## config.mk

```make
export PLATFORM = sky130hd
export DESIGN_NAME = gpio_event
export DESIGN_NICKNAME = d
export VERILOG_FILES = /design/src/hw/board_io_pkg.sv /design/src/hw/gpio_event.sv
export SDC_FILE = /design/constraint.sdc
export NUM_CORES = 1
export LEC_CHECK = 0
export ABC_AREA = 1
export ABC_CLOCK_PERIOD_IN_PS = 800
export BUFFER_PORTS_ARGS = -buffer_cell sky130_fd_sc_hd__buf_2
export CAP_MARGIN = 20
export CELL_PAD_IN_SITES_DETAIL_PLACEMENT = 0
export CELL_PAD_IN_SITES_GLOBAL_PLACEMENT = 2
export CORE_ASPECT_RATIO = 0.7
export CORE_MARGIN = 2
export CORE_UTILIZATION = 24
export CTS_BUF_LIST = sky130_fd_sc_hd__clkbuf_4 sky130_fd_sc_hd__clkbuf_8
export CTS_CLUSTER_DIAMETER = 30
export DETAILED_ROUTE_END_ITERATION = 12
export PLACE_DENSITY_LB_ADDON = 0.1
export SYNTH_ARGS = -nofsm -noshare
export SYNTH_HDL_FRONTEND = slang
export SYNTH_SLANG_ARGS = --single-unit
```

## constraint.sdc

```tcl
create_clock -name i_clk -period 0.8 [get_ports i_clk]
set_input_delay 0.04 -clock i_clk [delete_from_list [all_inputs] [get_ports i_clk]]
set_output_delay 0.04 -clock i_clk [all_outputs]
set_load 0.02 [all_outputs]
```

## src/hw/board_io_pkg.sv

```systemverilog
package board_io_pkg;

  // GPIO bank size
  localparam int GPIO_W = 12;

  // Register port widths
  localparam int ADDR_W = 3;
  localparam int DATA_W = 16;

  typedef logic [GPIO_W-1:0] gpio_vec_t;
  typedef logic [ADDR_W-1:0] reg_addr_t;
  typedef logic [DATA_W-1:0] reg_data_t;

  // Register map
  localparam reg_addr_t ADDR_DIR  = 3'd0;
  localparam reg_addr_t ADDR_OUT  = 3'd1;
  localparam reg_addr_t ADDR_IN   = 3'd2;
  localparam reg_addr_t ADDR_PEND = 3'd3;
  localparam reg_addr_t ADDR_MASK = 3'd4;

  // Cycles of stable lock before the system reset is released
  localparam int RST_HOLD_CYCLES = 16;

  typedef logic [4:0] rst_cnt_t;

  // Sequencer states
  typedef enum logic [1:0] {
    RST_WAIT_LOCK = 2'd0,
    RST_HOLD      = 2'd1,
    RST_RUN       = 2'd2
  } rst_state_t;

endpackage

```

## src/hw/gpio_event.sv

```systemverilog
`timescale 1ns/1ps

module gpio_event
  import board_io_pkg::*;
(
  input  logic      i_clk,
  input  logic      i_arst_n,
  input  gpio_vec_t i_in,
  input  gpio_vec_t i_clr,
  input  gpio_vec_t i_mask,
  output gpio_vec_t o_in,
  output gpio_vec_t o_pend,
  output logic      o_irq
);

  gpio_vec_t in_q;
  gpio_vec_t prev_q;
  gpio_vec_t rise;
  gpio_vec_t pend_q;
  logic      irq_q;

  // Collector register and the previous sample
  always_ff @(posedge i_clk or negedge i_arst_n) begin
    if (!i_arst_n) begin
      in_q   <= '0;
      prev_q <= '0;
    end else begin
      in_q   <= i_in;
      prev_q <= in_q;
    end
  end

  assign rise = in_q & ~prev_q;

  // Set wins over a clear of the same bit
  always_ff @(posedge i_clk or negedge i_arst_n) begin
    if (!i_arst_n) begin
      pend_q <= '0;
    end else begin
      pend_q <= (pend_q & ~i_clr) | rise;
    end
  end

  // Interrupt lags pending by one cycle
  always_ff @(posedge i_clk or negedge i_arst_n) begin
    if (!i_arst_n) begin
      irq_q <= 1'b0;
    end else begin
      irq_q <= |(pend_q & i_mask);
    end
  end

  assign o_in   = in_q;
  assign o_pend = pend_q;
  assign o_irq  = irq_q;

endmodule

```

Yosys cells after proc, flatten, opt, wreduce, memory -nomap -nowiden --
Cells that the tools add are included. W data, S select, Z words.
Storage, ports and cells: ROM bits 0, register bits 37, memories 0, output and inout port bits 25, memory bits (writable) 0, logic and storage cells 11, input bits 38, latch bits 0
Operators by class: divide/modulo/power cells 0, shifts and indexed selects 0, reductions and logical operators 1, bitwise logic cells 6, $add $sub $neg 0, eq/ne operators 0, order comparisons 0, muxes and demuxes 0, $mul 0
Operators by type and width (number):
- $and A12 B12 Y12 | 3
- $not A12 Y12 | 2
- $or A12 B12 Y12 | 1
- $reduce_or A12 Y1 | 1

Longest topological paths before layout --
depth after elaboration 3, mapped depth 4

Worst setup path after synthesis --
Ideal clock, no wire load.
path type register -> register, start point register pend_q[2] (netlist: o_pend[2]), end point register irq_q (netlist: o_irq), data arrival time 723 ps, setup time 125 ps, slack -49 ps, stages on the path, launching flop included 5, path buffers 0, cells stage by stage dfrtp_1 -> nand2_1 -> nand2_1 -> nor2_1 -> nand3_1
Between the ends: word-level cells in the longest chain between the ends 2
Ends and longest elaborated chain:
- start: declaration | line gpio_event.sv:19 | gpio_vec_t pend_q;
- start signal: assignment | line gpio_event.sv:40 | pend_q <= (pend_q & ~i_clr) | rise;
- $and A12 B12 Y12 | line gpio_event.sv:49 | irq_q <= |(pend_q & i_mask);
- $reduce_or A12 Y1 | line gpio_event.sv:49
- end signal: assignment | line gpio_event.sv:49
- end: declaration | line gpio_event.sv:20 | logic irq_q;
Every way passes these cells.

Worst setup path in the final report --
start point register pend_q[6] (netlist: o_pend[6]), end point output port o_pend[6]
RTL lines:
- end: declaration | line gpio_event.sv:12 | output gpio_vec_t o_pend,
No word-level cell between the ends.

==> qor.yml <==
power.leakage_uw: 0.00122
muxShareOfSynthArea_pct: 0
synth_adder_area_share_pct: 0
ys_ff_latch: 37
tightest_slew_ps: 195
yosys.area_share.simple_pct: 7.14
clkTransAtPathRegs_ps: 70
holdPathStages: 5
startpoint: "o_pend[6]"
reg2reg_from: "o_pend[4]"
root_buffer: "clkbuf_8"
post-route-util_pct: 50.1
ys_types: 6
internal-power_uw: 3310
critical_path_class: "reg2out"
grt_usage_pct: 11.2
synth_top_area_share_pct: 78.8
wl_met2_um: 1290
synthesis.nets: 133
top_layer: "met4"
cts_buffer_depth: 2
synth_top_family_by_area: "buffers and inverters"
dp.final_hpwl_um: 1930
postRouteAntennaNets: 0
diodes: 0
finalCritPeriodShare_pct: 120
io_pins: 63
violations: "setup timing"
insertion_delay_ps: 280
synth_compound_gate_area_share_pct: 6.39
reg2reg_depth: 5
wl_met3_um: 220
fp-row-count: 21
finalMaxSlewViolations: 0
routed_wl_um: 2730
required_ps: 760
ys_warn_count: 0
hold_start: "i_mask[7]"
postLayoutSetupSlackWorst_ps: -162
min_path_type: "in2reg"
ys_top_cells_by_area: "dfrtp_1 79%, inv_1 7.7%, o22ai_1 6.4%"
numPortBuffers: 62
powerDensity_nw_per_um2: 1820
cp_max_fo: 2
status: "finished with violations"
dr_total_vias: 1054
wire_per_inst_um: 9.59
hold_viol_final: 0
arrival_ps: 920
synthCells: 95
grt_pass1_wl_um: 4690
htree_levels: 2
fmax_ghz: 1.04
drive_gt1_share_pct: 55.1
cts_tree: "yes"
pwr-share-seq_pct: 47.7
seq_area_frac_synth_pct: 78.8
rsz0062_at_grt: "true"
synth_ff_type: "dfrtp_1"
vias_per_cell: 3.70
finalClockSkew_ps: 2.75
grt_start_max_net_pins: 38
p_sw_uw: 1040
maxCapViolCount: 0
slew_headroom_pct: 87.0
r2r_end: "o_irq"
reg2reg_slack_ps: -120
drt-met1-wl_um: 1210
core_um2: 4760
synth_xor_area_share_pct: 0
synthArstFlopShare_pct: 100
stdcell_count: 285
syn_avg_cell_area_um2: 12.4
nFillCells: 452
dp.cells: 238
drc: 0
firstDrtPassIters: 3
initial_core_util_pct: 24.7
cts_sinks: 37
drt_first_iter_violations: 1
fin_setup_tns_ps: -2590
grt-ovfl-total: 0
die-area_um2: 5480
grt_pass1_vias: 1113
start_kind: "flip-flop"
finalSetupViolations: 27
mappedNetlistArea_um2: 1170
area_delta_synth_final_pct: 103
power_frac_clock_pct: 31.9
switching_share_pct: 23.8
finalCriticalPeriod_ps: 962
synth_common_cells: "37 x dfrtp_1, 24 x inv_1, 18 x nand2_1"
routabilityCongestion: 0.697
synth.most_common_cell: "dfrtp_1"
cts_buffers: 5
power_frac_comb_pct: 20.4
holdPathEnd: "o_irq"
nets: 253
die_x_um: 87.6
synth_edf_count: 0
die_y_um: 62.5
cp-end-kind: "output port"
peakVddDrop_mv: 0.927
synth_top_cell_by_area: "dfrtp_1"
antenna_found_initial: 0
-- stage by stage --
step                worst slack (ps)  hold WS, ps  total power [µW]  cell area (µm²)
floorplan                      -26.2         -256              2310             1190
global placement               -63.0         18.5              2640             1690
detailed placement             -45.8         19.9              2650             1690
CTS                             -181         67.2              4400             2350
global route                    -212         98.4              4610             2380
finish                          -162         68.0              4340             2380
-- kinds of logic (layout without fill, tap and decap cells) --
family / after synthesis / count (layout)
and+or+nand+nor: 22 / 22
AOI/OAI and AO/OA: 12 / 12
DFF: 37 / 37
buffers and inverters: 24 / 145
-- what timing repair did --
item                                   CTS  global route
hold buffers                            25             0
pin swaps                                5             5
setup endpoints to repair               26            29
endpoints found under the hold margin   61             0
setup buffers                           13             2
gates resized for setup                 67             9
-- area by class of cell --
class	instances	area (µm²)	area share, %
clock inverters	1	5.00	0.210
well taps	69	86.3	3.62
multi-input cells	34	191	8.04
clock buffers	7	96.3	4.04
flip-flops and latches	37	940	39.4
inverters	24	90.1	3.78
repair buffers	113	973	40.9
-- state kept, by name (all words and copies together) (netlist names) --
signal / cells
o_irq: 1
o_in: 12
o_pend: 12
prev_q: 12
-- power by group through the flow --
stage,Combinational [µW],Clock [µW],Sequential (µW)
final,885,1390,2070
after global routing,962,1560,2080
after CTS,871,1450,2070
after detailed placement,549,0,2100
after global placement,548,0,2090
after floorplan,97.6,0,2210
-- worst max-delay path by stage --
stage	endpoint	slack (ps)
2_1_floorplan	o_irq	-30
3_3_place_gp	o_irq	-60
3_5_place_dp	o_irq	-50
4_1_cts	o_pend[6]	-180
5_1_grt	o_pend[6]	-210
6_report	o_pend[6]	-160
-- cells in the final DEF (no fill, tap or decap) --
cell type      netlist  layout
buf_12               0       1
o22ai_2              0       2
nand3_1              1       1
dlygate4sd3_1        0      25
clkbuf_8             0       7
buf_4                0      12
buf_2                0      37
o22ai_1             12      10
nor2_2               0       3
clkinv_2             0       1
dfrtp_1             37      26
inv_1               24      22
dfrtp_2              0      11
nand2_2              0       5
inv_2                0       2
nand2_1             18      13
buf_6                0      38
-- worst max-delay path, cell delays in order (launching register included) --
cell	delay, ps
dfrtp_2	410
buf_6	120
buf_6	120
-- layer usage --
metal  up-vias  global-route usage [%]
li1        528                       -
met1       486                    14.1
met2        38                    16.7
met3         2                    5.15
met4         0                    4.62
met5         -                       0
(Power assumes the default switching activity.)
