==> config.mk <==
export PLATFORM = sky130hd
export DESIGN_NAME = reset_ctrl
export DESIGN_NICKNAME = d
export VERILOG_FILES = /design/src/hw/board_io_pkg.sv /design/src/hw/reset_ctrl.sv
export SDC_FILE = /design/constraint.sdc
export NUM_CORES = 1
export LEC_CHECK = 0
export CAP_MARGIN = 15
export CORE_AREA = 2 2 39 41
export DETAILED_ROUTE_END_ITERATION = 10
export DIE_AREA = 0 0 41 43
export DONT_BUFFER_PORTS = 1
export GPL_ROUTABILITY_DRIVEN = 0
export HOLD_SLACK_MARGIN = 0.02
export PLACE_DENSITY_LB_ADDON = 0.3
export SETUP_SLACK_MARGIN = 0.2
export SLEW_MARGIN = 10
export SYNTH_ARGS = -nofsm -noshare
export SYNTH_HDL_FRONTEND = slang
export SYNTH_SLANG_ARGS = --single-unit
==> constraint.sdc <==
create_clock -name i_clk -period 3 [get_ports i_clk]
set_clock_uncertainty 0.05 [all_clocks]
set_input_delay 0.3 -clock i_clk [delete_from_list [all_inputs] [get_ports i_clk]]
set_output_delay 0.3 -clock i_clk [all_outputs]
set_load 0.1 [all_outputs]
==> src/hw/board_io_pkg.sv <==
package board_io_pkg;

  // GPIO bank size
  localparam int GPIO_W = 12;

  // Register port widths
  localparam int ADDR_W = 3;
  localparam int DATA_W = 16;

  typedef logic [GPIO_W-1:0] gpio_vec_t;
  typedef logic [ADDR_W-1:0] reg_addr_t;
  typedef logic [DATA_W-1:0] reg_data_t;

  // Register map
  localparam reg_addr_t ADDR_DIR  = 3'd0;
  localparam reg_addr_t ADDR_OUT  = 3'd1;
  localparam reg_addr_t ADDR_IN   = 3'd2;
  localparam reg_addr_t ADDR_PEND = 3'd3;
  localparam reg_addr_t ADDR_MASK = 3'd4;

  // Cycles of stable lock before the system reset is released
  localparam int RST_HOLD_CYCLES = 16;

  typedef logic [4:0] rst_cnt_t;

  // Sequencer states
  typedef enum logic [1:0] {
    RST_WAIT_LOCK = 2'd0,
    RST_HOLD      = 2'd1,
    RST_RUN       = 2'd2
  } rst_state_t;

endpackage

==> src/hw/reset_ctrl.sv <==
`timescale 1ns/1ps

module reset_ctrl
  import board_io_pkg::*;
(
  input  logic i_clk,
  input  logic i_arst_n,
  input  logic i_pll_locked,
  input  logic i_dbg_reset_req,
  output logic o_sys_nrst,
  output logic o_dbg_nrst
);

  localparam rst_cnt_t HOLD_LAST = rst_cnt_t'(RST_HOLD_CYCLES - 1);

  logic [1:0] dbg_rst_sync;
  logic [1:0] lock_sync;
  logic [1:0] req_sync;
  logic       run_ok;
  rst_state_t state_q;
  rst_state_t state_d;
  rst_cnt_t   cnt_q;
  rst_cnt_t   cnt_d;
  logic       sys_nrst_q;

  // Debug reset follows only the power-on reset
  always_ff @(posedge i_clk or negedge i_arst_n) begin
    if (!i_arst_n) begin
      dbg_rst_sync <= '0;
    end else begin
      dbg_rst_sync <= {dbg_rst_sync[0], 1'b1};
    end
  end

  // Lock and request come from other domains
  always_ff @(posedge i_clk or negedge i_arst_n) begin
    if (!i_arst_n) begin
      lock_sync <= '0;
      req_sync  <= '0;
    end else begin
      lock_sync <= {lock_sync[0], i_pll_locked};
      req_sync  <= {req_sync[0], i_dbg_reset_req};
    end
  end

  assign run_ok = lock_sync[1] & ~req_sync[1];

  always_comb begin
    state_d = state_q;
    cnt_d   = cnt_q;
    case (state_q)
      RST_WAIT_LOCK: begin
        cnt_d = '0;
        if (run_ok) begin
          state_d = RST_HOLD;
        end
      end
      RST_HOLD: begin
        if (!run_ok) begin
          // Lock lost or debug request, count starts over
          state_d = RST_WAIT_LOCK;
          cnt_d   = '0;
        end else if (cnt_q == HOLD_LAST) begin
          state_d = RST_RUN;
          cnt_d   = '0;
        end else begin
          cnt_d = cnt_q + 1'b1;
        end
      end
      RST_RUN: begin
        if (!run_ok) begin
          state_d = RST_WAIT_LOCK;
        end
      end
      default: state_d = RST_WAIT_LOCK;
    endcase
  end

  always_ff @(posedge i_clk or negedge i_arst_n) begin
    if (!i_arst_n) begin
      state_q    <= RST_WAIT_LOCK;
      cnt_q      <= '0;
      sys_nrst_q <= 1'b0;
    end else begin
      state_q    <= state_d;
      cnt_q      <= cnt_d;
      // Registered so the reset net is glitch free
      sys_nrst_q <= (state_d == RST_RUN);
    end
  end

  assign o_sys_nrst = sys_nrst_q;
  assign o_dbg_nrst = dbg_rst_sync[1];

endmodule

## Word level (Yosys, flattened, before mapping)

Index checks and enable logic that the tools add are counted.

| cells by class | value |
|---|---|
| mux-type cells | 8 |
| $add $sub $neg | 1 |
| eq/ne operators | 4 |
| bitwise operators | 2 |
| reduce and logical (&&, ||, !) cells | 2 |

Operators by type and width:

| cell | number |
|---|---|
| $mux W5 | 2 |
| $pmux W5 S2 | 1 |
| $mux W2 | 4 |
| $pmux W2 S3 | 1 |
| $add A5 B1 Y5 const B | 1 |
| $eq A5 B4 Y1 const B | 1 |
| $eq A2 B2 Y1 const B | 2 |
| $eq A2 B1 Y1 const B | 1 |
| $logic_not A2 Y1 | 1 |
| $reduce_bool A2 Y1 | 1 |
| $and A1 B1 Y1 | 1 |
| $not A1 Y1 | 1 |

| storage, ports and cells | value |
|---|---|
| register bits | 14 |
| output and inout port bits | 2 |

## Logic depth before layout (Yosys ltp)

| logic depth | value |
|---|---|
| depth in word-level cells | 5 |
| depth in mapped cells | 4 |

## Worst setup path after synthesis

Ideal clock, no wire load.

| timing path | value |
|---|---|
| kind | reg2reg |
| start | reg cnt_q[0] |
| end | reg cnt_q[0] |
| data required time | 2876 ps |
| slack | 1629 ps |
| arrival | 1246 ps |
| path buffers | 0 |
| stages on the path, launching flop included | 5 |
| path through | dfrtp_1 ha_1 and4b_4 or3_1 o21ai_2 |

| on the way | value |
|---|---|
| cells in the longest elaborated chain, start to end | 4 |
| elaborated cells on any way between the ends | 5 |
| classes of those cells | add/sub: 1; eq/ne: 1; mux: 3 |

RTL lines:

| item | line | text |
|---|---|---|
| start: declaration | reset_ctrl.sv:22 | `rst_cnt_t cnt_q;` |
| start signal: assignment | reset_ctrl.sv:86 | `cnt_q <= cnt_d;` |
| $add A5 B1 Y5 / $eq A5 B4 Y1 (equally long branches) | reset_ctrl.sv:67, reset_ctrl.sv:63 |  |
| $mux W5 (*) | reset_ctrl.sv:63 | `end else if (cnt_q == HOLD_LAST) begin` |
| $mux W5 (*) | reset_ctrl.sv:59 | `if (!run_ok) begin` |
| $pmux W5 S2 (*) | reset_ctrl.sv:51 | `case (state_q)` |

Every way passes the cells marked *; elsewhere a longest branch is shown, timed or not.
A chain may end at the register's enable or synchronous reset.

## Final worst setup path

| timing path | value |
|---|---|
| start | reg dbg_rst_sync[1] |
| end | out o_dbg_nrst |

RTL lines:

| item | line | text |
|---|---|---|
| start: declaration | reset_ctrl.sv:16 | `logic [1:0] dbg_rst_sync;` |
| start signal: assignment | reset_ctrl.sv:31 | `dbg_rst_sync <= {dbg_rst_sync[0], 1'b1};` |
| end: declaration | reset_ctrl.sv:11 | `output logic o_dbg_nrst` |

No word-level cell between the ends.

==> results by group <==
Run status
  • Outcome: complete, no violations

Synth
  • Synth async-reset ratio: 1.00
  • Syn. warnings: 0
  • #FFs+latches synth: 14
  • Mean Syn Cell Area: ~13 µm²
  • Net Count, Synth: 45
  • Synthesized area: 532 µm²
  • Sequential share of the synthesized area: 0.659
  • Cells after synthesis: 40
  • Synth Flop Type: dfrtp_1
  • Post-synth EDFFs: 0
  • Unique masters post-synth: 22

Global routing
  • Vias in the first global route: 304
  • GRT Total Usage: 0.124
  • Congestion Overflow GR: 0
  • First-pass GRT wire length: 1370 µm
  • Antenna violations before repair: 0
  • Largest net degree at the start of global routing: 15

Floorplan
  • Initial core utilization: 0.384
  • Die Area: 1760 µm²
  • Std-Cell Rows: 14
  • Die Wd: between 40 and 50 µm
  • Chip Height: 43 µm
  • Core area: 1380 µm²
  • Ports: 6

Critical path
  • CP endpoint kind: primary output
  • Reg-to-reg endpoint: cnt_q[0]$_DFFE_PN0P_
  • CP Launch Type: flip-flop
  • Worst Reg-to-Reg Cells: 4
  • WS Path Type: reg -> out
  • Reg2reg setup slack: 1520 ps
  • Critical path arrival: 1210 ps
  • FF-to-FF Start: cnt_q[0]$_DFFE_PN0P_
  • Crit-path max FO: 1
  • Worst Path Required: 2650 ps

STA
  • Final hold vios: 0
  • Slew Limit Fails: 0
  • Setup ws final: about 1400 ps
  • Slew Limit Headroom: 0.419
  • TNS Setup: 0 ps
  • Minimum clock period: 1560 ps
  • Fin crit share: 0.519
  • Setup violators final: 0
  • Fmax: ~640 MHz
  • RSZ-0062 raised after global routing: no
  • Worst-Margin Slew: 872 ps

Detailed routing
  • Antenna viol nets, final: 0
  • Routed len/inst: 13.1 µm
  • Drc violations: 0
  • Pre-antenna DRT Iters: 4
  • Routed wire length: 810 µm
  • DR iter-0 viols: 3
  • Via density: 5.26
  • Vias: 326

Power
  • Total power: 345 µW
  • Leakage: 0.000278 µW
  • Worst vdd rail ir drop: 251 µV
  • Pwr/cell area: about 560 nW/µm²

Layout
  • # diodes: 0
  • Commonest non-fill, non-tap cells in the layout: 14 x dfrtp_1, 3 x nand2b_1, 3 x clkbuf_4, 3 x dlygate4sd3_1
  • Final net count: 52
  • Footprint of the multi-input gates: 178 µm²
  • Reg area: 350 µm²
  • Layout cells sized above 1: 0.152
  • Final Cell Area: 614 µm²
  • Fillers: 131
  • Synth-to-Final Area Change: 15.5%
  • Commonest non-fill, non-tap cell in the layout: dfrtp_1

CTS
  • CTS Root Cell: clkbuf_4
  • CTS buffer count: 3
  • # Post-CTS Setup Buffers: 0
  • CTS tree: yes
  • Skew-Pair Late Insertion Delay: 280 ps
  • Clk pin slew, worst setup/hold paths: roughly 90 ps
  • CTS max path bufs: 2
  • H-tree Lvls: 1
  • Clock sink total: 14

Run
  • Max-Cap Viols: 0

Hold path
  • HP Start: dbg_rst_sync[0]$_DFF_PN0_
  • Hold WC Path Type: reg -> reg
  • WHS Endpoint: dbg_rst_sync[1]$_DFF_PN0_
  • WHS Path Cells: 0

Place
  • Dpl hpwl: 605 µm
  • Place WS: 1560 ps
  • Cell Area, Placed: 548 µm²
  • Port bufs: 0
-- logic make-up (layout without fill, tap and decap cells) --
kind of cell / after synthesis / after routing / share of synthesized area
adder cells (fa/ha/maj): 1 / 1 / 0.0235
AO/OA/AOI/OAI: 10 / 10 / 0.132
flip-flops: 14 / 14 / 0.659
buffers and inverters: 1 / 7 / 0.00705
AND/OR/NAND/NOR: 13 / 13 / 0.172
other: 1 / 1 / 0.00705
-- registers in the layout, indices dropped and copies added (netlist names) --
name and flops:
lock_sync 2, dbg_rst_sync 2, o_sys_nrst 1, cnt_q 5, req_sync 2, state_q 2
-- final cells by class --
class | count | share of cell area
multi-input combinational | 25 | 0.289
timing repair buffer | 3 | 0.0489
sequential | 14 | 0.570
clock buffer | 4 | 0.0591
tap | 16 | 0.0326
-- how the worst max path moves through the flow --
stage / start / to / slack (ps) / cells past startpoint
global placement: cnt_q[0]$_DFFE_PN0P_ / cnt_q[0]$_DFFE_PN0P_ / 1570 / 4
CTS: dbg_rst_sync[1]$_DFF_PN0_ / o_dbg_nrst / 1440 / 0
detailed placement: cnt_q[0]$_DFFE_PN0P_ / cnt_q[0]$_DFFE_PN0P_ / 1560 / 4
finish: dbg_rst_sync[1]$_DFF_PN0_ / o_dbg_nrst / 1440 / 0
global route: o_sys_nrst$_DFF_PN0_ / o_sys_nrst / 1410 / 0
floorplan: cnt_q[0]$_DFFE_PN0P_ / cnt_q[0]$_DFFE_PN0P_ / 1630 / 4
-- timing repair --
item                                   in CTS  in global routing
resized for setup                           0                  0
hold buffers                                3                  0
endpoints found under the hold margin      16                  0
-- per-stage QoR --
stage	hold slack, ps	utilization	std cells
6_report	315	0.444	62
5_1_grt	328	0.444	62
4_1_cts	317	0.444	62
3_5_place_dp	-45.3	0.396	55
3_3_place_gp	-45.3	0.396	55
2_1_floorplan	-45.6	-	40
-- Yosys cell counts (2+ instances only) --
master,instances,share of area
nand2b_1,3,0.035
nand2_1,2,0.014
dfrtp_1,14,0.66
a21oi_1,2,0.019
nand3b_1,2,0.028
-- report_power, final --
part	internal (µW)	switching, µW
Clock	73.8	58.9
Combinational	4.42	5.59
Sequential	194	8.18
-- routing by layer --
layer / part of all wire / vias to the layer above / routed length [µm] / GRT usage
met5: 0 / - / 0 / 0
met4: 0.022 / 0 / 18 / 0.0800
met3: 0.042 / 2 / 34 / 0.0314
met2: 0.50 / 10 / 405 / 0.169
met1: 0.43 / 157 / 352 / 0.168
li1: - / 157 / - / -
No activity file was read; power rests on OpenSTA's default activity.
