<file path="src/hw/board_io_pkg.sv">
package board_io_pkg;

  // GPIO bank size
  localparam int GPIO_W = 12;

  // Register port widths
  localparam int ADDR_W = 3;
  localparam int DATA_W = 16;

  typedef logic [GPIO_W-1:0] gpio_vec_t;
  typedef logic [ADDR_W-1:0] reg_addr_t;
  typedef logic [DATA_W-1:0] reg_data_t;

  // Register map
  localparam reg_addr_t ADDR_DIR  = 3'd0;
  localparam reg_addr_t ADDR_OUT  = 3'd1;
  localparam reg_addr_t ADDR_IN   = 3'd2;
  localparam reg_addr_t ADDR_PEND = 3'd3;
  localparam reg_addr_t ADDR_MASK = 3'd4;

  // Cycles of stable lock before the system reset is released
  localparam int RST_HOLD_CYCLES = 16;

  typedef logic [4:0] rst_cnt_t;

  // Sequencer states
  typedef enum logic [1:0] {
    RST_WAIT_LOCK = 2'd0,
    RST_HOLD      = 2'd1,
    RST_RUN       = 2'd2
  } rst_state_t;

endpackage

</file>
<file path="src/hw/gpio_regs.sv">
`timescale 1ns/1ps

module gpio_regs
  import board_io_pkg::*;
(
  input  logic      i_clk,
  input  logic      i_arst_n,
  // Register port
  input  logic      i_wr,
  input  logic      i_rd,
  input  reg_addr_t i_addr,
  input  reg_data_t i_wdata,
  // Status from the event collector
  input  gpio_vec_t i_in,
  input  gpio_vec_t i_pend,
  // Controls to pads and collector
  output gpio_vec_t o_dir,
  output gpio_vec_t o_out,
  output gpio_vec_t o_mask,
  output gpio_vec_t o_clr,
  // Read return
  output reg_data_t o_rdata,
  output logic      o_rvalid
);

  gpio_vec_t dir_q;
  gpio_vec_t out_q;
  gpio_vec_t mask_q;
  gpio_vec_t wr_bits;
  reg_data_t rd_mux;
  reg_data_t rdata_q;
  logic      rvalid_q;

  // Only the pin bits of a write are stored
  assign wr_bits = i_wdata[GPIO_W-1:0];

  always_ff @(posedge i_clk or negedge i_arst_n) begin
    if (!i_arst_n) begin
      dir_q  <= '0;
      out_q  <= '0;
      mask_q <= '0;
    end else if (i_wr) begin
      case (i_addr)
        ADDR_DIR:  dir_q  <= wr_bits;
        ADDR_OUT:  out_q  <= wr_bits;
        ADDR_MASK: mask_q <= wr_bits;
        default: begin
          // IN is read only, PEND is handled by the collector
        end
      endcase
    end
  end

  // Write-1-clear strobe, one cycle wide because i_wr is
  assign o_clr = (i_wr && (i_addr == ADDR_PEND)) ? wr_bits : '0;

  always_comb begin
    case (i_addr)
      ADDR_DIR:  rd_mux = reg_data_t'(dir_q);
      ADDR_OUT:  rd_mux = reg_data_t'(out_q);
      ADDR_IN:   rd_mux = reg_data_t'(i_in);
      ADDR_PEND: rd_mux = reg_data_t'(i_pend);
      ADDR_MASK: rd_mux = reg_data_t'(mask_q);
      default:   rd_mux = '0;
    endcase
  end

  // Read data is captured on the strobe and held
  always_ff @(posedge i_clk) begin
    if (i_rd) begin
      rdata_q <= rd_mux;
    end
  end

  always_ff @(posedge i_clk or negedge i_arst_n) begin
    if (!i_arst_n) begin
      rvalid_q <= 1'b0;
    end else begin
      rvalid_q <= i_rd;
    end
  end

  assign o_dir    = dir_q;
  assign o_out    = out_q;
  assign o_mask   = mask_q;
  assign o_rdata  = rdata_q;
  assign o_rvalid = rvalid_q;

endmodule

</file>
<file path="config.mk">
export PLATFORM = sky130hd
export DESIGN_NAME = gpio_regs
export DESIGN_NICKNAME = d
export VERILOG_FILES = /design/src/hw/board_io_pkg.sv /design/src/hw/gpio_regs.sv
export SDC_FILE = /design/constraint.sdc
export NUM_CORES = 1
export LEC_CHECK = 0
export BUFFER_PORTS_ARGS = -buffer_cell sky130_fd_sc_hd__buf_2
export CAP_MARGIN = 20
export CORE_UTILIZATION = 50
export DETAILED_ROUTE_END_ITERATION = 7
export HOLD_SLACK_MARGIN = 0.15
export PLACE_DENSITY_LB_ADDON = 0.05
export REMOVE_ABC_BUFFERS = 1
export SKIP_CTS_REPAIR_TIMING = 1
export SYNTH_ARGS = -nofsm -noshare
export SYNTH_HDL_FRONTEND = slang
export SYNTH_SLANG_ARGS = --single-unit
</file>
<file path="constraint.sdc">
create_clock -name i_clk -period 2.2 [get_ports i_clk]
set_clock_uncertainty 0.1 [all_clocks]
set_input_delay 0.22 -clock i_clk [delete_from_list [all_inputs] [get_ports i_clk]]
set_output_delay 0.22 -clock i_clk [all_outputs]
set_load 0.02 [all_outputs]
</file>
# After elaboration in Yosys (flattened, before gate mapping)
# Index checks and enable logic that the tools add are counted.
# totals
regBits	53
latchBits	0
ram_bits	0
romBits	0
inputBits	47
out_inout_bits	65
wordCells	16
mem_count	0
# op_classes
n_addsub	0
multipliers	0
n_div	0
order_cmp	0
n_eq_ne	4
n_shift	0
muxes	2
n_bitwise	0
n_reduce_logical	5
# op_table
cell	n
12-bit case mux with 5 select lines	1
12-bit two-way mux	1
3-bit by 2-bit == test with 1-bit output (second input constant)	2
2-bit AND reduction	3
3-bit by 1-bit == test with 1-bit output (second input constant)	1
3-bit == test (second input constant)	1
3-bit logical NOT	1
1-bit logical AND	1

# Longest topological paths before layout
# Gate-level depths: netlist of run 1.
# logic_depth
word_depth	3
depth_mapped	5

# Worst setup path after synthesis of run 1
# No wires, ideal clock.
# synth_timing
kind	input to register
from	in i_addr[1]
to	reg dir_q[10], in the netlist o_dir[10]
arrival_ps	1297
path_slack_ps	678
cell_stages	4
n_path_buf	2
cell_sequence	buf_2 > nor4b_2 > buf_4 > mux2_2
# synth_between
elab_chain_len	2
# synth_lines
element	line_no	text
start: declaration	gpio_regs.sv:11	input reg_addr_t i_addr,
3-bit logical NOT	gpio_regs.sv:43	case (i_addr)
2-bit AND reduction (no line)	--	
end signal: assignment	gpio_regs.sv:44	ADDR_DIR: dir_q <= wr_bits;
end: declaration	gpio_regs.sv:26	gpio_vec_t dir_q;
# No other way between the ends.
# A chain may end at the register's enable or synchronous reset.

# Worst setup path after layout of run 1
# layout_timing
from	in i_addr[0]
to	reg rdata_q[0], in the netlist o_rdata[0], data pin
# layout_between
elab_chain_len	2
elab_cells_between_ends	6
classes_between	eq/ne (4); mux (1); reduce/logical (1)
# layout_lines
element	line_no	text
3-bit == test, or another cell as far along	gpio_regs.sv:58	case (i_addr)
12-bit case mux with 5 select lines *	gpio_regs.sv:58	
named net rd_mux[0]	gpio_regs.sv:30	reg_data_t rd_mux;
end signal: assignment	gpio_regs.sv:71	rdata_q <= rd_mux;
end: declaration	gpio_regs.sv:31	reg_data_t rdata_q;
# The timed path passes the listed nets; every way through them passes the cells marked *.

==> results of run 1 <==
## through the flow
stage | hold WS (ns) | setup WS (ns)
floorplan | -0.176 | 0.529
global placement | 0.269 | 0.317
detailed placement | 0.271 | 0.275
CTS | -0.0513 | 0.506
global route | 0.170 | 0.424
finish | 0.163 | 0.506
## area by class of cell
type	count	area [um^2]
inverter	1	3.75
clock buffer	8	90.1
timing repair buffer	127	731
sequential	49	1290
multi-input combinational	109	981
tap	52	65.1
fill	340	1290
## flip-flops by register name (all words and copies together) (netlist names)
| signal | cells |
|---|---|
| o_dir | 12 |
| o_mask | 12 |
| o_out | 12 |
| o_rdata | 12 |
| o_rvalid | 1 |
## power breakdown
group / internal [mW] / switching [mW]
combinational: 0.319 / 0.435
clock: 0.257 / 0.278
sequential: 1.11 / 0.114
## cell usage in the layout, fill, tap and decap left out, drive strengths merged
master	count
dfrtp	37
buf	113
a32oi	12
and2	12
and4b	1
nand2	1
and3b	1
inv	1
nor2b	3
dlygate4sd3	14
o21ai	12
edfxtp	12
nor2	1
nor4b	2
mux2	48
conb	4
a22oi	11
a2bb2oi	1
clkbuf	8
## layer usage
| layer | part of all wire [%] | up-vias | track usage (%) | routed length, um |
|---|---|---|---|---|
| li1 | - | 883 | - | - |
| met1 | 42 | 920 | 33.9 | 2550 |
| met2 | 49 | 98 | 41.2 | 2950 |
| met3 | 7.8 | 7 | 5.27 | 467 |
| met4 | 0.85 | 0 | 4.89 | 51 |
| met5 | 0 | - | 0 | 0 |
## cell families after synthesis
group | count (synthesis)
multiplexers | 48
buffers and inverters | 18
other | 1
flip-flops | 49
AO/OA/AOI/OAI | 36
AND/OR/NAND/NOR | 21
## worst max-delay path by stage
stage                           end  slack (ns)  cells past startpoint      start
2_1_floorplan  o_dir[0]$_DFFE_PN0P_        0.53                      2  i_addr[1]
3_3_place_gp   o_rdata[8]$_DFFE_PP_        0.32                      4  i_addr[0]
3_5_place_dp   o_rdata[0]$_DFFE_PP_        0.28                      4  i_addr[0]
4_1_cts                    o_clr[0]        0.51                      6  i_addr[0]
5_1_grt                    o_clr[8]        0.42                      6  i_addr[0]
6_report       o_rdata[0]$_DFFE_PP_        0.51                      4  i_addr[0]
## critical path, cell delays in order
cell     delay [ns]
buf_2          0.16
nor2b_1        0.89
a22oi_1        0.20
o21ai_0        0.23
==> results by group, run 1 <==
Power and ir drop
  • Leakage: 1.49 nW
  • Peak VDD IR: 0.000557 V
  • Power per cell area: 795 nW/um^2
  • Final Total Pwr: 2.51 mW

Run status
  • Status: complete, but fails checks
  • Failing checks: DRC

Floorplanning
  • Top Ports: 112
  • Die Span Y: 70.6 um
  • Die footprint: 4990 um^2
  • Initial Utilization: 53.0%
  • Cell Rows: 24
  • Core footprint: 4440 um^2
  • Die Width: 70.6 um

Clock tree
  • CTS tree: built
  • CTS clk-pin slew, worst paths: 0.08 ns
  • Clock latency on the worst-skew pair: 0.29 ns
  • H-tree levels: 2
  • CTS sink count: 49
  • Total CTS buffers: 5
  • Clock buffer depth: 2
  • Root buf cell: clkbuf_8

Global route
  • First-pass GRT wire length: 9250 um
  • GRT overflow: 0
  • Largest net degree at the start of global routing: 38
  • All-Layer GR Usage: 24.7%
  • Antenna violations before repair: 0
  • Vias in the first global route: 1791

Synthesis
  • Top cells by area, synth: dfrtp_1 (39%), mux2_2 (18%), edfxtp_1 (15%), mux2_1 (4.8%), a32oi_1 (4.5%)
  • Top cells by count, synth: mux2_2 (38), dfrtp_1 (37)
  • Register area share after synthesis: 54.7%
  • Number of synthesized register bits: 49
  • Synth Area in XOR/XNOR: 0%
  • Ys flop type: dfrtp_1
  • Mapped Avg Cell Area: 13.6 um^2
  • Yosys warnings: 0
  • Cell count after synthesis: 173
  • Top-area cell type share of the netlist area: 39.3%
  • Unique masters post-synth: 22
  • Syn Std Cell Area: 2350 um^2
  • Yosys top cell by area: dfrtp_1
  • Synth Area in Adders: 0%
  • Simple-gate share of the synthesized area: 6.80%
  • Main combinational cell family by area after synthesis: multiplexers
  • Compound-Gate Fraction of Synth Area: 10.9%
  • Asr flop ratio synth: 75.5%
  • Top-count cell post-synth: mux2_2
  • Post-synthesis mux area share: 23.0%
  • EDFF count, synth: 12

Place
  • I/O Buffers: 103
  • Placer Congestion: 0.742
  • Hpwl dp: 4000 um
  • Placed cells: 324
  • Area post-placement: 2930 um^2

Timing
  • Crit share post-route: 77.0%
  • Slew headroom: 25.6%
  • Fin Setup TNS: 0 ns
  • Max Clock Freq: 590 MHz
  • Tmin final: 1.69 ns
  • Unrepaired setup endpoints after global routing: no
  • Final Setup Violations: 0
  • Pins Over Slew Limit: 0
  • Hold Fails Final Rpt: 0
  • Worst Tran Pin Value: 1.11 ns

Final layout
  • N_diodes: 0
  • Final core occ: 71.0%
  • Syn-to-layout area delta: 34.1%
  • Final Non-Filler Cells: 346
  • Final design instance area without fill: 3160 um^2
  • Share of layout cells above drive strength 1: 54.8%
  • Nets: 340

Critical path
  • Startpoint types: primary input
  • CP Class: primary input to flip-flop
  • RR Startpoint: o_out[3]$_DFFE_PN0P_
  • Critical path capture point type: flip-flop
  • Reg2Reg Setup Slack: 0.93 ns
  • Worst path required time: 2.22 ns
  • CP max FO: 12
  • Arr. time, crit path: 1.72 ns
  • Reg2reg path depth: 3
  • Worst R2R End: o_rdata[3]$_DFFE_PP_

Detailed routing
  • Detailed router's first-iteration violation count: 91
  • DRC Markers: 20
  • WL final: 6020 um
  • Avg WL per Cell: 17.4 um
  • ANT nets after route: 0
  • DR pass1 iterations: 7
  • Vias per cell: 5.51
  • Vias: 1908

Min path
  • Hold endpoint: o_rdata[3]$_DFFE_PP_
  • Worst hold path depth: 3
  • Min-delay worst type: primary input to flip-flop
  • Hold path startpoint: i_pend[3]

Job
  • Max-cap viol count: 0
Power figures use the tool's default switching activity.
==> run 2, diff against run 1 <==
--- a/config.mk
+++ b/config.mk
@@ -5,9 +5,10 @@
 export SDC_FILE = /design/constraint.sdc
 export NUM_CORES = 1
 export LEC_CHECK = 0
+export ABC_AREA = 1
 export BUFFER_PORTS_ARGS = -buffer_cell sky130_fd_sc_hd__buf_2
 export CAP_MARGIN = 20
-export CORE_UTILIZATION = 50
+export CORE_UTILIZATION = 47
 export DETAILED_ROUTE_END_ITERATION = 7
 export HOLD_SLACK_MARGIN = 0.15
 export PLACE_DENSITY_LB_ADDON = 0.05
==> constraint.sdc (replaced) <==
create_clock -name i_clk -period 1.7 [get_ports i_clk]
set_clock_uncertainty 0.1 [all_clocks]
set_input_delay 0.17 -clock i_clk [delete_from_list [all_inputs] [get_ports i_clk]]
set_output_delay 0.17 -clock i_clk [all_outputs]
set_load 0.02 [all_outputs]
==> run 2 against run 1 <==
Effect of this change:
- the flow now finishes without violations
- count of clock-buffer cells in the layout fell by 3
- total power rose by 22%
- first-iteration DRC count rose by 110%
- combinational power rose by 18%
- die area rose by 9.2%
- critical endpoint is now o_clr[7]
- largest power group unchanged
==> results by group, run 2 <==
Timing
  • Hold Fails Final Rpt: 0 (unchanged)
  • Crit share post-route: 89.0%
  • Worst Tran Pin Value: 0.516 ns (-0.598 ns)
  • Max Clock Freq: 661 MHz
  • Unrepaired setup endpoints after global routing: no
  • Pins Over Slew Limit: 0 (unchanged)
  • Tmin final: 1.51 ns
  • Slew headroom: 65.6% (+40 points)
  • Fin Setup TNS: 0 ns (unchanged)
  • Final Setup Violations: 0 (unchanged)

Critical path
  • Startpoint types: primary input
  • CP max FO: 9 (-3)
  • Worst R2R End: o_rdata[2]$_DFFE_PP_
  • Arr. time, crit path: 1.24 ns (-0.48 ns)
  • Worst path required time: 1.43 ns (-0.79 ns)
  • Reg2Reg Setup Slack: 0.56 ns (-0.37 ns)
  • RR Startpoint: o_out[2]$_DFFE_PN0P_
  • CP Class: primary input to primary output
  • Critical path capture point type: primary output
  • Reg2reg path depth: 4 (+1)

Detailed routing
  • Avg WL per Cell: 13.3 um (-24%)
  • Vias: 2393 (+25%)
  • Vias per cell: 4.81 (-13%)
  • WL final: 6610 um (+9.7%)
  • DRC Markers: 0 (-100%)
  • Detailed router's first-iteration violation count: 187 (+110%)
  • ANT nets after route: 0 (unchanged)
  • DR pass1 iterations: 4 (-3)

Place
  • I/O Buffers: 103 (unchanged)
  • Hpwl dp: 4720 um (+18%)
  • Placer Congestion: 0.787 (+6.1%)
  • Placed cells: 471 (+45%)

Global route
  • First-pass GRT wire length: 9990 um (+8.0%)
  • GRT overflow: 0 (unchanged)
  • Largest net degree at the start of global routing: 25 (-34%)
  • Vias in the first global route: 2078 (+16%)
  • Antenna violations before repair: 0 (unchanged)
  • All-Layer GR Usage: 25.1% (+0.44 points)

Synthesis
  • Ys flop type: dfrtp_1
  • Top cells by area, synth: dfrtp_1 (38%), edfxtp_1 (15%), nand2_1 (12%), nand3_1 (7.2%), o21ai_1 (5.4%)
  • Yosys top cell by area: dfrtp_1
  • Number of synthesized register bits: 49 (unchanged)
  • Asr flop ratio synth: 75.5% (unchanged)
  • Yosys warnings: 0 (unchanged)
  • Top-area cell type share of the netlist area: 38.2% (-1.1 points)
  • Simple-gate share of the synthesized area: 29.7% (+23 points)
  • Top-count cell post-synth: nand2_1
  • Syn Std Cell Area: 2420 um^2 (+2.9%)
  • Unique masters post-synth: 17 (-23%)
  • Register area share after synthesis: 53.1% (-1.5 points)
  • Cell count after synthesis: 303 (+75%)
  • EDFF count, synth: 12 (unchanged)
  • Mapped Avg Cell Area: 7.99 um^2 (-41%)
  • Compound-Gate Fraction of Synth Area: 7.44% (-3.5 points)
  • Synth Area in XOR/XNOR: 0% (unchanged)
  • Post-synthesis mux area share: 0% (-23 points)
  • Main combinational cell family by area after synthesis: simple AND/OR/NAND/NOR gates
  • Top cells by count, synth: nand2_1 (77), dfrtp_1 (37), nand3_1 (35)
  • Synth Area in Adders: 0% (unchanged)

Run status
  • Status: complete, no violations

Min path
  • Min-delay worst type: primary input to flip-flop
  • Worst hold path depth: 3 (unchanged)
  • Hold path startpoint: i_wr
  • Hold endpoint: o_mask[11]$_DFFE_PN0P_

Final layout
  • Reg area: 1290 um^2 (unchanged)
  • Multi-input logic area: 915 um^2 (-6.8%)
  • Share of layout cells above drive strength 1: 30.5% (-24 points)
  • N_diodes: 0 (unchanged)
  • Most frequent cells in the layout: buf_2 (103), nand2_1 (77), dfrtp_1 (37)
  • Syn-to-layout area delta: 36.4%
  • Final core occ: 68.1% (-2.9 points)
  • Nets: 476 (+40%)
  • Commonest non-fill, non-tap cell in the layout: buf_2
  • Fill count: 434 (+28%)
  • Final Non-Filler Cells: 497 (+44%)

Floorplanning
  • Die Span Y: 73.8 um (+4.5%)
  • Die footprint: 5440 um^2 (+9.2%)
  • Core footprint: 4850 um^2 (+9.1%)
  • Die Width: 73.8 um (+4.5%)
  • Cell Rows: 25 (+4.2%)
  • Top Ports: 112 (unchanged)
  • Initial Utilization: 49.9% (-3.0 points)

Power and ir drop
  • Power per cell area: 930 nW/um^2 (+17%)
  • Peak VDD IR: 0.000520 V (-6.7%)
  • Leakage: 1.84 nW (+24%)

Clock tree
  • Total CTS buffers: 5 (unchanged)
  • Clock latency on the worst-skew pair: 0.29 ns (about the same)
  • CTS sink count: 49 (unchanged)
  • Root buf cell: clkbuf_8
  • CTS clk-pin slew, worst paths: 0.08 ns (about the same)
  • Clock buffer depth: 2 (unchanged)
  • CTS tree: built
  • H-tree levels: 2 (unchanged)

Job
  • Max-cap viol count: 0 (unchanged)
-- run 2: cell types whose count changed after synthesis, moves of 16 or more --
cell	previous run	this run
nor2_1	1	33
mux2_2	38	0
nand2_1	1	77
inv_1	0	28
o21ai_1	0	26
nand3_1	0	35
nand4_1	0	16
-- run 2: area by class of cell --
cell class / instances / area share, %
clock buffer: 5 / 2.08
tap: 67 / 2.54
inverter: 32 / 3.64
sequential: 49 / 39.0
timing repair buffer: 137 / 24.7
clock inverter: 3 / 0.379
multi-input combinational: 204 / 27.7
-- run 2: logic make-up (layout without fill, tap and decap cells) --
kind of cell | Yosys count | in the layout
buf+inv | 53 | 177
simple gates | 164 | 164
flops | 49 | 49
other cells | 1 | 4
compound gates | 36 | 36
-- run 2: per-layer routing --
layer	vias to the layer above	global-route usage [%]	wire, um
met1	1066	32.3	2920
met2	89	43.8	3260
met4	0	5.77	65
li1	1232	-	-
met3	6	4.80	369
met5	-	0	0
-- run 2: worst max-delay path, cell delays in order --
cell     delay [ns]
buf_2          0.11
inv_2          0.10
nor2_1         0.26
nand3_1        0.15
buf_4          0.20
nor2_1         0.08
buf_2          0.17
-- run 2: worst max path at each step --
stage,slack [ns],endpoint,startpoint,cells past startpoint
after floorplan,0.1,o_clr[0],i_addr[0],4
after global placement,0.25,o_mask[7]$_DFFE_PN0P_,i_addr[0],7
after detailed placement,0.22,o_mask[7]$_DFFE_PN0P_,i_addr[0],7
after CTS,0.21,o_clr[9],i_addr[0],7
after global routing,0.12,o_clr[6],i_addr[0],7
final,0.19,o_clr[7],i_addr[0],7
-- run 2: power by group --
part,switching (mW),internal [mW],total [mW]
sequential,0.133,1.40,1.54
combinational,0.570,0.324,0.894
clock,0.363,0.278,0.641
total,1.07,2.01,3.07
-- run 2: through the flow --
step | worst slack, ns | hold WS, ns | instance area (um^2) | power [mW]
after floorplan | 0.0999 | -0.226 | 2320 | 2.04
after global placement | 0.252 | 0.0715 | 3040 | 2.41
after detailed placement | 0.221 | 0.0741 | 3040 | 2.43
final | 0.186 | 0.147 | 3300 | 3.07
after CTS | 0.213 | -0.249 | 3120 | 3.07
after global routing | 0.117 | 0.164 | 3300 | 3.25
==> run 3, diff against run 2 <==
--- a/config.mk
+++ b/config.mk
@@ -6,7 +6,7 @@
 export NUM_CORES = 1
 export LEC_CHECK = 0
 export ABC_AREA = 1
-export BUFFER_PORTS_ARGS = -buffer_cell sky130_fd_sc_hd__buf_2
+export BUFFER_PORTS_ARGS = -buffer_cell sky130_fd_sc_hd__buf_4
 export CAP_MARGIN = 20
 export CORE_UTILIZATION = 47
 export DETAILED_ROUTE_END_ITERATION = 7
==> run 3 against run 2 <==
Effect of this change:
- count of clock-buffer cells in the layout rose by 3
- critical path depth unchanged
- combinational power up 16%
- sequential share of layout area is 3.0 points lower
- largest power group unchanged
- highest routed layer unchanged
==> results by group, run 3 (synthesis gave the netlist of run 2 again) <==
Clock tree
  • Total CTS buffers: 5 (unchanged)
  • CTS tree: built
  • Clock latency on the worst-skew pair: 0.29 ns (about the same)
  • Clock buffer depth: 2 (unchanged)
  • CTS clk-pin slew, worst paths: 0.08 ns (about the same)
  • Root buf cell: clkbuf_8
  • CTS sink count: 49 (unchanged)
  • H-tree levels: 2 (unchanged)

Power and ir drop
  • Power per cell area: 906 nW/um^2 (-2.6%)
  • Final Total Pwr: 3.24 mW (+5.5%)
  • Power share of the clock group: 20.1% (-0.8 points)
  • Sw frac: 33.4% (-1.3 points)
  • Seq pwr share: 47.8% (-2.2 points)
  • Leakage: 1.90 nW (+3.6%)
  • Switching Power: 1.08 mW (+1.6%)
  • Pint: 2.16 mW (+7.6%)
  • Combinational Power Share: 32.1% (+3.0 points)
  • Peak VDD IR: 0.000652 V (+25%)

Detailed routing
  • WL final: 6900 um (+4.4%)
  • Vias per cell: 5.00 (+3.9%)
  • Avg WL per Cell: 13.9 um (+4.2%)
  • Detailed router's first-iteration violation count: 174 (-7.0%)
  • ANT nets after route: 0 (unchanged)
  • Vias: 2491 (+4.1%)
  • DR pass1 iterations: 4 (unchanged)
  • DRC Markers: 0 (unchanged)

Place
  • Pre-CTS setup slack: 0.222 ns (+0.000817 ns)
  • Placed cells: 472 (+0.21%)
  • I/O Buffers: 103 (unchanged)
  • Hpwl dp: 4840 um (+2.6%)
  • Placer Congestion: 0.776 (-1.4%)

Floorplanning
  • Cell Rows: 25 (unchanged)
  • Die Width: 73.8 um (unchanged)
  • Initial Utilization: 49.9% (unchanged)
  • Core footprint: 4850 um^2 (unchanged)
  • Die footprint: 5440 um^2 (unchanged)
  • Die Span Y: 73.8 um (unchanged)
  • Top Ports: 112 (unchanged)

Final layout
  • N_diodes: 0 (unchanged)
  • Nets: 477 (+0.21%)
  • Final Non-Filler Cells: 498 (+0.20%)
  • Syn-to-layout area delta: 47.8%
  • Most frequent cells in the layout: buf_4 (119), nand2_1 (77), dfrtp_1 (37)
  • Share of layout cells above drive strength 1: 30.4% (-0.071 points)
  • Commonest non-fill, non-tap cell in the layout: buf_4

Timing
  • Unrepaired setup endpoints after global routing: no
  • Hold Fails Final Rpt: 0 (unchanged)
  • Fin Setup TNS: 0 ns (unchanged)
  • Max Clock Freq: 679 MHz (+2.8%)
  • WHS: 0.151 ns (+0.00398 ns)
  • Tmin final: 1.47 ns (-0.0409 ns)
  • PnR worst setup slack: 0.227 ns (+0.0409 ns)
  • Final Setup Violations: 0 (unchanged)
  • Pins Over Slew Limit: 0 (unchanged)
  • Crit share post-route: 86.6% (-2.4 points)

Critical path
  • Arr. time, crit path: 1.20 ns (-0.04 ns)
  • Reg2Reg Setup Slack: 0.55 ns (about the same)
  • CP max stage cell: nor2_1
  • CP Class: primary input to primary output
  • Startpoint types: primary input
  • Top cell by count, worst path: buf_4
  • CP max FO: 11 (+2)
  • Critical path capture point type: primary output
  • Worst-path cell chain: buf_4 -> inv_2 -> nor2_1 -> nand3_1 -> buf_4 -> nor2_1 -> buf_4
  • Worst path required time: 1.43 ns (about the same)
  • Crit-path max cell delay: 0.21 ns (-0.05 ns)

Global route
  • All-Layer GR Usage: 26.5% (+1.4 points)
  • Largest net degree at the start of global routing: 38 (+52%)
  • Vias in the first global route: 2210 (+6.4%)
  • First-pass GRT wire length: 10500 um (+5.5%)
  • GRT overflow: 0 (unchanged)
  • Antenna violations before repair: 0 (unchanged)

Min path
  • Min-delay worst type: primary input to flip-flop

Run status
  • Status: complete, no violations

Job
  • Max-cap viol count: 0 (unchanged)
## run 3: cell types whose count changed in the layout (fill, tap and decap cells not counted)
cell,before,now
buf_12,0,1
buf_2,103,0
buf_4,16,119
clkbuf_1,0,3
clkinv_1,3,1
clkinv_2,1,0
## run 3: worst paths after layout
path	end	from	cells past startpoint
max in group asynchronous	o_dir[5]$_DFFE_PN0P_	i_arst_n	2
min in group asynchronous	o_dir[4]$_DFFE_PN0P_	i_arst_n	2
worst max register to register	o_rdata[2]$_DFFE_PP_	o_mask[2]$_DFFE_PN0P_	4
worst max-delay path	o_clr[3]	i_addr[0]	7
worst min-delay path	o_rdata[6]$_DFFE_PP_	i_pend[6]	5
worst min register to register	o_out[11]$_DFFE_PN0P_	o_out[11]$_DFFE_PN0P_	2
## run 3: critical path, delay by kind of cell
| family | cells | cell delay [ns] |
|---|---|---|
| buf+inv | 4 | 0.57 |
| simple gates | 3 | 0.46 |
## run 3: area by class of cell
| cell class | count | area [um^2] |
|---|---|---|
| Sequential cell | 49 | 1290 |
| Fill cell | 398 | 1270 |
| Timing Repair Buffer | 138 | 1090 |
| Multi-Input combinational cell | 204 | 915 |
| Inverter | 32 | 120 |
| Tap cell | 67 | 83.8 |
| Clock buffer | 8 | 80.1 |
## run 3: power groups by stage
stage / clock (mW) / combinational, mW / sequential, mW
floorplan: 0 / 0.255 / 1.79
global placement: 0 / 0.987 / 1.57
detailed placement: 0 / 1.01 / 1.57
CTS: 0.665 / 1.01 / 1.55
global route: 0.712 / 1.13 / 1.57
finish: 0.652 / 1.04 / 1.55
## run 3: stage by stage
step           cell area (um^2)  util (%)
2_1_floorplan              2320         -
3_3_place_gp               3320      68.4
3_5_place_dp               3320      68.4
4_1_cts                    3400      70.1
5_1_grt                    3580      73.8
6_report                   3580      73.8
## run 3: layer usage
| metal | global-route usage (%) | vias up | part of all wire, % |
|---|---|---|---|
| li1 | - | 1229 | - |
| met1 | 33.5 | 1135 | 41 |
| met2 | 44.8 | 117 | 50 |
| met3 | 6.45 | 10 | 7.6 |
| met4 | 8.12 | 0 | 1.6 |
| met5 | 0 | - | 0 |
